<file path="config.mk">
export PLATFORM = sky130hd
export DESIGN_NAME = mem_map_top
export DESIGN_NICKNAME = d
export VERILOG_FILES = /design/src/hdl/mem_map_pkg.sv /design/src/hdl/mem_map_top.sv /design/src/hdl/dram_sequencer.sv /design/src/hdl/data_port.sv /design/src/hdl/instr_port.sv
export SDC_FILE = /design/constraint.sdc
export NUM_CORES = 1
export LEC_CHECK = 0
export BUFFER_PORTS_ARGS = -buffer_cell sky130_fd_sc_hd__buf_2
export CAP_MARGIN = 20
export CORE_MARGIN = 10
export CORE_UTILIZATION = 61
export CTS_BUF_LIST = sky130_fd_sc_hd__clkbuf_8
export DETAILED_ROUTE_END_ITERATION = 6
export PLACE_DENSITY = 0.83
export REMOVE_ABC_BUFFERS = 1
export SLEW_MARGIN = 0
export SYNTH_ARGS = -nofsm -noshare
export SYNTH_HDL_FRONTEND = slang
export SYNTH_HIERARCHICAL = 1
export SYNTH_SLANG_ARGS = --single-unit
</file>
<file path="constraint.sdc">
create_clock -name clk -period 5.2 [get_ports clk]
set_clock_uncertainty 0.15 [all_clocks]
set_input_delay 0.52 -clock clk [delete_from_list [all_inputs] [get_ports clk]]
set_output_delay 0.52 -clock clk [all_outputs]
set_load 0.02 [all_outputs]
</file>
<file path="src/hdl/mem_map_pkg.sv">
package mem_map_pkg;

    ////////////////////////////////////////////////////////////
    // widths and types
    ////////////////////////////////////////////////////////////

    localparam int word_width      = 16;
    localparam int dram_addr_width = 25;

    typedef logic [word_width-1:0]      word_t;
    typedef logic [dram_addr_width-1:0] dram_addr_t;

    ////////////////////////////////////////////////////////////
    // address map
    ////////////////////////////////////////////////////////////

    localparam word_t dram_last = 16'hF7FF;  // dram starts at zero.
    localparam word_t io_base   = 16'hF800;
    localparam int    io_count  = 8;

    typedef enum logic [1:0] {
        region_dram,
        region_io,
        region_none
    } region_t;

    // decode a cpu address into its region.
    function automatic region_t region_of(input word_t addr);
        if (addr <= dram_last) begin
            return region_dram;
        end
        if (addr >= io_base && addr < io_base + word_t'(io_count)) begin
            return region_io;
        end
        return region_none;
    endfunction

    // cycles from address to valid read data.
    localparam int default_dram_latency = 12;

endpackage
</file>
<file path="src/hdl/mem_map_top.sv">
`timescale 1ns/100ps

module mem_map_top #(
    parameter int dram_latency = mem_map_pkg::default_dram_latency
) (
    input  logic                    clk,
    input  logic                    rst,
    input  logic                    i_cyc,
    input  logic                    i_stb,
    input  mem_map_pkg::word_t      i_addr,
    output logic                    i_ack,
    output mem_map_pkg::word_t      i_data,
    input  logic                    d_cyc,
    input  logic                    d_stb,
    input  logic                    d_we,
    input  mem_map_pkg::word_t      d_addr,
    input  mem_map_pkg::word_t      d_wdata,
    output logic                    d_ack,
    output mem_map_pkg::word_t      d_rdata,
    output mem_map_pkg::dram_addr_t dram_addr,
    output logic                    dram_write_en,
    output mem_map_pkg::word_t      dram_write_data,
    input  mem_map_pkg::word_t      dram_read_data
);

    logic                    ireq;
    mem_map_pkg::dram_addr_t ireq_addr;
    logic                    ireq_done;
    logic                    dreq;
    mem_map_pkg::dram_addr_t dreq_addr;
    logic                    dreq_we;
    mem_map_pkg::word_t      dreq_wdata;
    logic                    dreq_done;
    mem_map_pkg::word_t      rdata;  // shared by both sides.

    instr_port u_instr (
        .clk(clk), .rst(rst),
        .i_cyc(i_cyc), .i_stb(i_stb), .i_addr(i_addr),
        .i_ack(i_ack), .i_data(i_data),
        .ireq(ireq), .ireq_addr(ireq_addr),
        .ireq_done(ireq_done), .rdata(rdata)
    );

    data_port u_data (
        .clk(clk), .rst(rst),
        .d_cyc(d_cyc), .d_stb(d_stb), .d_we(d_we),
        .d_addr(d_addr), .d_wdata(d_wdata),
        .d_ack(d_ack), .d_rdata(d_rdata),
        .dreq(dreq), .dreq_addr(dreq_addr), .dreq_we(dreq_we), .dreq_wdata(dreq_wdata),
        .dreq_done(dreq_done), .rdata(rdata)
    );

    dram_sequencer #(.dram_latency(dram_latency)) u_seq (
        .clk(clk), .rst(rst),
        .ireq(ireq), .ireq_addr(ireq_addr), .ireq_done(ireq_done),
        .dreq(dreq), .dreq_addr(dreq_addr), .dreq_we(dreq_we), .dreq_wdata(dreq_wdata),
        .dreq_done(dreq_done),
        .rdata(rdata),
        .dram_addr(dram_addr), .dram_write_en(dram_write_en),
        .dram_write_data(dram_write_data), .dram_read_data(dram_read_data)
    );

endmodule

</file>
<file path="src/hdl/dram_sequencer.sv">
`timescale 1ns/100ps

module dram_sequencer #(
    parameter int dram_latency = mem_map_pkg::default_dram_latency
) (
    input  logic                    clk,
    input  logic                    rst,
    input  logic                    ireq,
    input  mem_map_pkg::dram_addr_t ireq_addr,
    output logic                    ireq_done,
    input  logic                    dreq,
    input  mem_map_pkg::dram_addr_t dreq_addr,
    input  logic                    dreq_we,
    input  mem_map_pkg::word_t      dreq_wdata,
    output logic                    dreq_done,
    output mem_map_pkg::word_t      rdata,
    output mem_map_pkg::dram_addr_t dram_addr,
    output logic                    dram_write_en,
    output mem_map_pkg::word_t      dram_write_data,
    input  mem_map_pkg::word_t      dram_read_data
);

    localparam int cnt_width = $clog2(dram_latency + 1);

    // access spans latency-1 cycles, finish is the last one.
    localparam logic [cnt_width-1:0] cnt_last = cnt_width'(dram_latency - 2);

    typedef enum logic [1:0] {
        st_idle,
        st_access,
        st_finish
    } state_t;

    state_t               state;
    logic [cnt_width-1:0] count;
    logic                 owner_data;  // 1 when the data side holds the grant.
    logic                 ireq_pending;
    logic                 dreq_pending;
    logic                 grant_fetch;
    logic                 grant_data;

    // a request is still up in its done cycle.
    assign ireq_pending = ireq && !ireq_done;
    assign dreq_pending = dreq && !dreq_done;

    assign grant_fetch = (state == st_idle) && ireq_pending;
    assign grant_data  = (state == st_idle) && !ireq_pending && dreq_pending;

    ////////////////////////////////////////////////////////////
    // fsm and latency counter
    ////////////////////////////////////////////////////////////

    always_ff @(posedge clk) begin
        if (!rst) begin
            state         <= st_idle;
            count         <= '0;
            owner_data    <= 1'b0;
            ireq_done     <= 1'b0;
            dreq_done     <= 1'b0;
            dram_write_en <= 1'b0;
        end else begin
            ireq_done     <= 1'b0;
            dreq_done     <= 1'b0;
            dram_write_en <= 1'b0;
            case (state)
                st_idle: begin
                    count <= '0;
                    if (grant_fetch) begin
                        owner_data <= 1'b0;
                        state      <= st_access;
                    end else if (grant_data) begin
                        owner_data    <= 1'b1;
                        dram_write_en <= dreq_we;  // grant cycle only.
                        state         <= st_access;
                    end
                end
                st_access: begin
                    if (count == cnt_last) begin
                        state <= st_finish;
                    end else begin
                        count <= count + cnt_width'(1);
                    end
                end
                st_finish: begin
                    ireq_done <= !owner_data;
                    dreq_done <= owner_data;
                    state     <= st_idle;
                end
                default: begin
                    state <= st_idle;
                end
            endcase
        end
    end

    always_ff @(posedge clk) begin
        if (grant_fetch) begin
            dram_addr <= ireq_addr;
        end else if (grant_data) begin
            dram_addr       <= dreq_addr;
            dram_write_data <= dreq_wdata;
        end
        if (state == st_finish) begin
            rdata <= dram_read_data;
        end
    end

    a_we_grant_only: assert property (@(posedge clk) disable iff (!rst)
        dram_write_en |-> state == st_access && count == '0 && $past(state) == st_idle);

    a_one_done: assert property (@(posedge clk) disable iff (!rst)
        !(ireq_done && dreq_done));

endmodule

</file>
<file path="src/hdl/data_port.sv">
`timescale 1ns/100ps

module data_port (
    input  logic                    clk,
    input  logic                    rst,
    input  logic                    d_cyc,
    input  logic                    d_stb,
    input  logic                    d_we,
    input  mem_map_pkg::word_t      d_addr,
    input  mem_map_pkg::word_t      d_wdata,
    output logic                    d_ack,
    output mem_map_pkg::word_t      d_rdata,
    output logic                    dreq,
    output mem_map_pkg::dram_addr_t dreq_addr,
    output logic                    dreq_we,
    output mem_map_pkg::word_t      dreq_wdata,
    input  logic                    dreq_done,
    input  mem_map_pkg::word_t      rdata
);

    localparam int io_idx_width = $clog2(mem_map_pkg::io_count);

    mem_map_pkg::word_t      io_regs [mem_map_pkg::io_count];
    logic [io_idx_width-1:0] io_idx;
    logic                    busy;
    logic                    accept;
    mem_map_pkg::region_t    region;

    assign accept = d_cyc && d_stb && !busy;
    assign region = mem_map_pkg::region_of(d_addr);
    assign io_idx = d_addr[io_idx_width-1:0];

    ////////////////////////////////////////////////////////////
    // handshake and i/o register bank
    ////////////////////////////////////////////////////////////

    always_ff @(posedge clk) begin
        if (!rst) begin
            busy  <= 1'b0;
            dreq  <= 1'b0;
            d_ack <= 1'b0;
            for (int i = 0; i < mem_map_pkg::io_count; i++) begin
                io_regs[i] <= '0;
            end
        end else begin
            d_ack <= 1'b0;
            if (d_ack) begin
                busy <= 1'b0;
            end
            if (accept) begin
                busy <= 1'b1;
                case (region)
                    mem_map_pkg::region_dram: begin
                        dreq <= 1'b1;
                    end
                    mem_map_pkg::region_io: begin
                        if (d_we) begin
                            io_regs[io_idx] <= d_wdata;
                        end
                        d_ack <= 1'b1;
                    end
                    default: begin
                        d_ack <= 1'b1;  // unmapped, write dropped.
                    end
                endcase
            end
            if (dreq_done) begin
                dreq  <= 1'b0;
                d_ack <= 1'b1;
            end
        end
    end

    ////////////////////////////////////////////////////////////
    // request fields and read data
    ////////////////////////////////////////////////////////////

    always_ff @(posedge clk) begin
        if (accept) begin
            dreq_addr  <= mem_map_pkg::dram_addr_t'(d_addr);
            dreq_we    <= d_we;
            dreq_wdata <= d_wdata;
            if (!d_we) begin
                if (region == mem_map_pkg::region_io) begin
                    d_rdata <= io_regs[io_idx];
                end else if (region == mem_map_pkg::region_none) begin
                    d_rdata <= '0;
                end
            end
        end
        if (dreq_done && !dreq_we) begin
            d_rdata <= rdata;  // dram writes keep old value.
        end
    end

    a_ack_in_cycle: assert property (@(posedge clk) disable iff (!rst)
        $rose(d_ack) |-> $past(d_cyc && d_stb) && d_cyc && d_stb);

endmodule

</file>
<file path="src/hdl/instr_port.sv">
`timescale 1ns/100ps

module instr_port (
    input  logic                    clk,
    input  logic                    rst,
    input  logic                    i_cyc,
    input  logic                    i_stb,
    input  mem_map_pkg::word_t      i_addr,
    output logic                    i_ack,
    output mem_map_pkg::word_t      i_data,
    output logic                    ireq,
    output mem_map_pkg::dram_addr_t ireq_addr,
    input  logic                    ireq_done,
    input  mem_map_pkg::word_t      rdata
);

    logic                 busy;  // set on accept, cleared after the ack cycle.
    logic                 accept;
    mem_map_pkg::region_t region;

    assign accept = i_cyc && i_stb && !busy;
    assign region = mem_map_pkg::region_of(i_addr);

    always_ff @(posedge clk) begin
        if (!rst) begin
            busy  <= 1'b0;
            ireq  <= 1'b0;
            i_ack <= 1'b0;
        end else begin
            i_ack <= 1'b0;
            if (i_ack) begin
                busy <= 1'b0;
            end
            if (accept) begin
                busy <= 1'b1;
                if (region == mem_map_pkg::region_dram) begin
                    ireq <= 1'b1;
                end else begin
                    i_ack <= 1'b1;  // out of map, no dram access.
                end
            end
            if (ireq_done) begin
                ireq  <= 1'b0;
                i_ack <= 1'b1;
            end
        end
    end

    always_ff @(posedge clk) begin
        if (accept) begin
            ireq_addr <= mem_map_pkg::dram_addr_t'(i_addr);
            if (region != mem_map_pkg::region_dram) begin
                i_data <= '0;  // zero instruction word.
            end
        end
        if (ireq_done) begin
            i_data <= rdata;
        end
    end

    // the master keeps the strobe up until it sees ack.
    a_ack_in_cycle: assert property (@(posedge clk) disable iff (!rst)
        $rose(i_ack) |-> $past(i_cyc && i_stb) && i_cyc && i_stb);

endmodule

</file>
==> results of run 1 <==
-- per-layer routing --
metal  up-vias  track usage [%]  share of wire, %
met5         -                0                 0
met4         0            8.340               2.9
met3        75            7.230                11
met2       420            38.16                48
met1      3416            29.21                38
li1       3087                -                 -
-- stage by stage --
step                      hold slack (ns)  area, um2
after floorplan                    0.2503      11510
after global placement             0.2503      12620
after detailed placement           0.2545      12620
after CTS                        0.002820      13800
after global routing             0.009091      13800
final                             0.02090      13800
-- kinds of logic (layout without fill, tap and decap cells) --
family | after synthesis | in the layout | synth area share (%)
flip-flops | 282 | 282 | 70.50
AND/OR/NAND/NOR | 237 | 237 | 13.76
multiplexers | 64 | 64 | 7.538
AO/OA/AOI/OAI | 79 | 79 | 4.863
other | 2 | 18 | 0.06372
adder cells (fa/ha/maj) | 3 | 3 | 0.3185
buffers and inverters | 57 | 270 | 2.962
-- layout make-up --
class,count,area share (%)
Sequential cell,282,60.20
Multi-Input combinational cell,401,23.19
Clock buffer,47,4.687
Timing Repair Buffer,183,7.888
Inverter,5,0.1360
Clock inverter,35,1.541
Tap cell,260,2.357
-- worst min-delay path by stage --
stage / cells past startpoint / endpoint
after floorplan: 0 / u_seq/dram_write_data[0]
final: 1 / u_data/dreq_addr[8]
after CTS: 1 / u_instr/ireq_addr[12]
after detailed placement: 0 / u_seq/dram_write_data[10]
after global placement: 0 / u_seq/dram_write_data[13]
after global routing: 1 / u_seq/rdata[1]
-- worst max-delay path, cell delays in order --
cell and delay [ns]:
dlygate4sd3_1 0.52, buf_2 0.12, and4_1 0.33, nand4_4 0.44, nor4_4 0.75, nand2b_1 0.67
-- where the power goes --
group | switching (mW) | internal [mW]
Combinational | 0.249 | 0.137
Sequential | 0.0431 | 2.59
Clock | 0.872 | 0.945
-- sequential cells by signal, summed over array words and instances (netlist names), 2 cells and up --
| register | count |
|---|---|
| u_seq/rdata | 16 |
| u_instr/i_data | 16 |
| u_seq/dram_addr | 25 |
| u_instr/ireq_addr | 16 |
| u_seq/dram_write_data | 16 |
| u_seq/state | 2 |
| u_data/io_regs | 128 |
| u_seq/count | 4 |
| u_data/d_rdata | 16 |
| u_data/dreq_addr | 16 |
| u_data/dreq_wdata | 16 |
-- Yosys cell counts, types with 3 or more instances --
library cell,count
a211oi_1,8
a21oi_1,6
a22o_1,5
a2bb2oi_1,3
a32o_1,3
and2_1,144
and3_1,4
buf_1,4
buf_2,10
buf_4,18
buf_6,3
clkbuf_1,15
dfxtp_1,16
edfxtp_1,266
ha_1,3
inv_1,4
mux2_2,18
mux2_4,20
mux2i_1,16
mux4_2,10
nand2_1,17
nand2b_1,16
nand3_1,6
nor2_1,8
nor2b_1,8
nor3_1,3
nor4_4,10
o21a_1,3
o21ai_0,11
o21ai_1,5
o221ai_1,6
o22ai_1,9
==> results.yml, run 1 <==
place:
  gp_congestion: 0.9351
  place_inst: 1099
  post-place-ws_ns: 1.628
  dpl.hpwl_um: 19510
  portBuffers: 146
setup_path:
  worst_r2r_path_depth: 4
  cp.required_ns: 5.21
  crit_arrival_ns: 3.39
  reg2reg_from: "u_data/busy"
  cp-startpoint: "d_addr[13]"
  start_kind: "input port"
  end_kind: "flop"
  r2r_slack_ns: 2.26
  endpoint: "u_data/io_regs[5][13]"
  path_class: "input port to flop"
  worstPathMaxFanout: 17
  r2r_end: "u_data/io_regs[2][15]"
global_route:
  gr-usage-all-layers_pct: 23.47
  grt_pass1_vias: 7377
  gr-total-overflow: 0
  grt_pass1_wl_um: 45550
  antenna_found_initial: 0
  grt_max_degree: 43
logic_synthesis:
  postSynthCellCount: 724
  ys_types: 70
  ys_seq_area_share_pct: 70.50
  synthArstFlopShare_pct: 0
  synthTopCellsByArea: "edfxtp_1 68%, and2_1 7.6%, dfxtp_1 2.7%"
  ys.flop_type: "edfxtp_1"
  postSynthAreaPerCell_um2: 16.28
  yosys.area.top_type: "edfxtp_1"
  syn_area_mm2: 0.01179
  netlist.area_leader.share_pct: 67.78
  synth-edff-count: 266
  ys_warn_count: 6
  synth-seq-cells: 282
route:
  route.detailed.drc: 0
  vias: 6998
  ant_nets: 0
  routed_via_density: 5.769
  drt-initial-drc-count: 758
  wl_um: 30210
  wl_per_cell_um: 24.90
  dr.pass1.iters: 6
timing:
  tns_ns: 0
  drv_slew: 0
  relSlewSlack_pct: 33.92
  min_period_over_period_pct: 64.94
  fin_ws_ns: 1.823
  min_period_ns: 3.377
  hold_viol_final: 0
  rsz0062_at_grt: "no"
  worst_slew_pin_slew_ns: 0.9868
  fmax_mhz: 296.1
  final-setup-viol-count: 0
clock_network:
  tritoncts_num_sinks: 282
  post_cts_resized: 0
  holdBufCountCts: 32
  cts_root_buffer: "clkbuf_8"
  post_cts_buffers: 0
  path_clk_slew_ns: 0.06
  htree_levels: 2
  cts_tree: "built"
  cts.path.max_buffers: 3
  cts_buffers: 44
  clk_latency_ns: 0.57
min_path:
  hp-class: "input port to flop"
  worstHoldStart: "d_addr[8]"
power:
  power_mw: 4.841
  ir_drop_mv: 0.2496
  power.density_mw_per_mm2: 350.8
  leakage_nw: 5.217
floorplan:
  die_width_um: 159.0
  core-area_mm2: 0.01883
  num_rows: 50
  dieArea_mm2: 0.02528
  num_io_pins: 147
  initial_core_util_pct: 62.58
  die_h_um: 159.0
final_layout:
  final_common_cell: "edfxtp_1"
  final_cell_mix: "266 x edfxtp_1, 146 x buf_2, 144 x and2_1"
  fin_nets: 991
  syn2layout_area_growth_pct: 17.10
  fillers: 1092
  diodes: 0
  register_area_mm2: 0.008308
  drive_gt1_share_pct: 29.59
  multi_input_area_mm2: 0.003201
  fin_util_pct: 73.29
  layoutNonFillerInstCount: 1213
job:
  cap_violations: 0
status:
  status: "finished, final reports clean"
No activity file was read; power rests on OpenSTA's default activity.
==> run 2, diff against run 1 <==
--- a/config.mk
+++ b/config.mk
@@ -5,13 +5,14 @@
 export SDC_FILE = /design/constraint.sdc
 export NUM_CORES = 1
 export LEC_CHECK = 0
+export ABC_AREA = 1
 export BUFFER_PORTS_ARGS = -buffer_cell sky130_fd_sc_hd__buf_2
 export CAP_MARGIN = 20
 export CORE_MARGIN = 10
-export CORE_UTILIZATION = 61
+export CORE_UTILIZATION = 55
 export CTS_BUF_LIST = sky130_fd_sc_hd__clkbuf_8
 export DETAILED_ROUTE_END_ITERATION = 6
-export PLACE_DENSITY = 0.83
+export PLACE_DENSITY = 0.79
 export REMOVE_ABC_BUFFERS = 1
 export SLEW_MARGIN = 0
 export SYNTH_ARGS = -nofsm -noshare
==> constraint.sdc (replaced) <==
create_clock -name clk -period 2.7 [get_ports clk]
set_clock_uncertainty 0.15 [all_clocks]
set_input_delay 0.27 -clock clk [delete_from_list [all_inputs] [get_ports clk]]
set_output_delay 0.27 -clock clk [all_outputs]
set_load 0.02 [all_outputs]
==> results.yml, run 2 <==
status:
  status: "finished, final reports clean"
setup_path:
  end_kind: "flop"
  path_depth: 10
  worst-path-buf-inv: 4
  path_cells: "dlygate4sd3_1, buf_2, nor2_1, nand2_1, nor2_1, nand2_1, inv_4, nand3_4, nand2_1, buf_4"
  path_class: "input port to flop"
  crit_arrival_ns: 2.37
  worst_r2r_path_depth: 6
  worstPathMaxFanout: 17
  start_kind: "input port"
  crit_family: "buffers and inverters"
  cp.required_ns: 2.79
  slowest_stage: "dlygate4sd3_1"
  crit_top_cell: "nand2_1"
  slowest_delay_ns: 0.53
logic_synthesis:
  netlist.area_leader.share_pct: 65.79
  yosys.area.top_type: "edfxtp_1"
  synth_most_common_cell: "edfxtp_1"
  postSynthCellCount: 1055
  ys_types: 36
  synthTopCellsByArea: "edfxtp_1 66%, nand2_1 7.2%, nor2_1 4.6%"
  ys_warn_count: 6
  postSynthAreaPerCell_um2: 11.51
  synthArstFlopShare_pct: 0
  synth-edff-count: 266
  syn_area_mm2: 0.01214
  synth-seq-cells: 282
  ys_seq_area_share_pct: 68.43
  synth_commonest_cells: "266 x edfxtp_1, 233 x nand2_1, 150 x nor2_1"
  ys.flop_type: "edfxtp_1"
floorplan:
  core-area_mm2: 0.02176
  num_io_pins: 147
  num_rows: 54
  initial_core_util_pct: 55.81
  die_width_um: 168.6
  dieArea_mm2: 0.02842
  die_h_um: 168.6
clock_network:
  post_cts_resized: 0
  clk_latency_ns: 0.56
  path_clk_slew_ns: 0.06
  holdBufCountCts: 67
  post_cts_buffers: 0
  cts_root_buffer: "clkbuf_8"
  tritoncts_num_sinks: 282
  cts_buffers: 46
  cts.path.max_buffers: 3
  cts_tree: "built"
  htree_levels: 2
timing:
  drv_slew: 0
  rsz0062_at_grt: "no"
  worst_slew_pin_slew_ns: 0.7782
  final-setup-viol-count: 0
  hold_viol_final: 0
  fin_ws_ns: 0.4225
  relSlewSlack_pct: 47.93
  fmax_mhz: 439.1
  tns_ns: 0
  min_period_ns: 2.278
  min_period_over_period_pct: 84.35
final_layout:
  final_cell_mix: "266 x edfxtp_1, 233 x nand2_1, 150 x nor2_1"
  fin_nets: 1379
  diodes: 0
  largest_registers: "u_data/io_regs: 128 flops, u_seq/dram_addr: 25 flops"
  syn2layout_area_growth_pct: 20.42
  final_common_cell: "edfxtp_1"
  top_register: "u_data/io_regs"
  largest_reg_flops: 128
  drive_gt1_share_pct: 23.32
place:
  post-place-ws_ns: 0.4966
  dpl.hpwl_um: 22310
  gp_congestion: 0.9700
  portBuffers: 146
global_route:
  top_usage_layer: "met2"
  grt_max_degree: 36
  gr-total-overflow: 0
  gr-usage-all-layers_pct: 23.11
  grt_pass1_vias: 8791
  grt_pass1_wl_um: 50700
  use_met2_pct: 39.46
  use_met3_pct: 5.975
  grt_use_met1_pct: 27.45
  antenna_found_initial: 0
power:
  power.density_mw_per_mm2: 640.7
  leakage_nw: 6.475
  ir_drop_mv: 0.4506
  power_mw: 9.368
route:
  vias: 8612
  ant_nets: 0
  route.detailed.drc: 0
  wl_um: 33660
  wl_per_cell_um: 20.75
  dr.pass1.iters: 6
  routed_via_density: 5.309
  drt-initial-drc-count: 1096
min_path:
  hp-class: "input port to flop"
  hold_depth: 5
job:
  cap_violations: 0
[run 2: layout make-up]
type                    instances  area [um2]
clock buffers                  49       674.4
clock inverters                36       182.7
fillers                      1568        7134
inverters                     115       441.7
multi-input cells             618        3045
flip-flops and latches        282        8308
well taps                     280       350.3
repair buffers                242        1619
[run 2: power breakdown]
part	switching [mW]	internal [mW]	total, mW
combinational	0.573	0.263	0.836
sequential	0.0653	4.99	5.06
clock	1.69	1.78	3.48
total	2.33	7.04	9.37
[run 2: final timing paths]
| check | from | to | slack [ns] |
|---|---|---|---|
| min reg2reg | u_data/dreq_wdata[8] | u_seq/dram_write_data[8] | 0.27 |
| max reg2reg | u_data/busy | u_data/io_regs[6][10] | 0.72 |
| min | d_stb | u_data/busy | 0.06 |
| max | d_addr[3] | u_data/io_regs[6][10] | 0.42 |
[run 2: routing by layer]
layer | part of all wire (%) | up-vias
met2 | 50 | 514
met1 | 37 | 4058
met5 | 0 | -
li1 | - | 3956
met4 | 3.5 | 0
met3 | 10 | 84
[run 2: stage by stage]
stage | std cells | instance area (um2) | util (%) | hold WS (ns)
after detailed placement | 1470 | 13090 | 60.19 | 0.2545
final | 1622 | 14620 | 67.21 | 0.05923
after CTS | 1622 | 14620 | 67.21 | 0.02454
after global routing | 1622 | 14620 | 67.21 | 0.06470
after floorplan | 1015 | 11800 | - | 0.2189
after global placement | 1470 | 13090 | 60.19 | 0.2518
[run 2: cells by family after synthesis]
logic type / count (synthesis) / share of synthesized area (%)
AND/OR/NAND/NOR: 573 / 23.01
flip-flops: 282 / 68.43
buffers and inverters: 171 / 6.987
AO/OA/AOI/OAI: 23 / 1.134
adder cells (fa/ha/maj): 3 / 0.3092
other: 2 / 0.06185
XOR/XNOR: 1 / 0.07215
[run 2: worst register-to-register path: stages (launching register included)]
cell and delay, ns:
dfxtp_1 0.33, nor2_4 0.14, nand2_4 0.08, nor2_8 0.33
nand3_4 0.26, nand2_1 0.12, buf_4 0.24
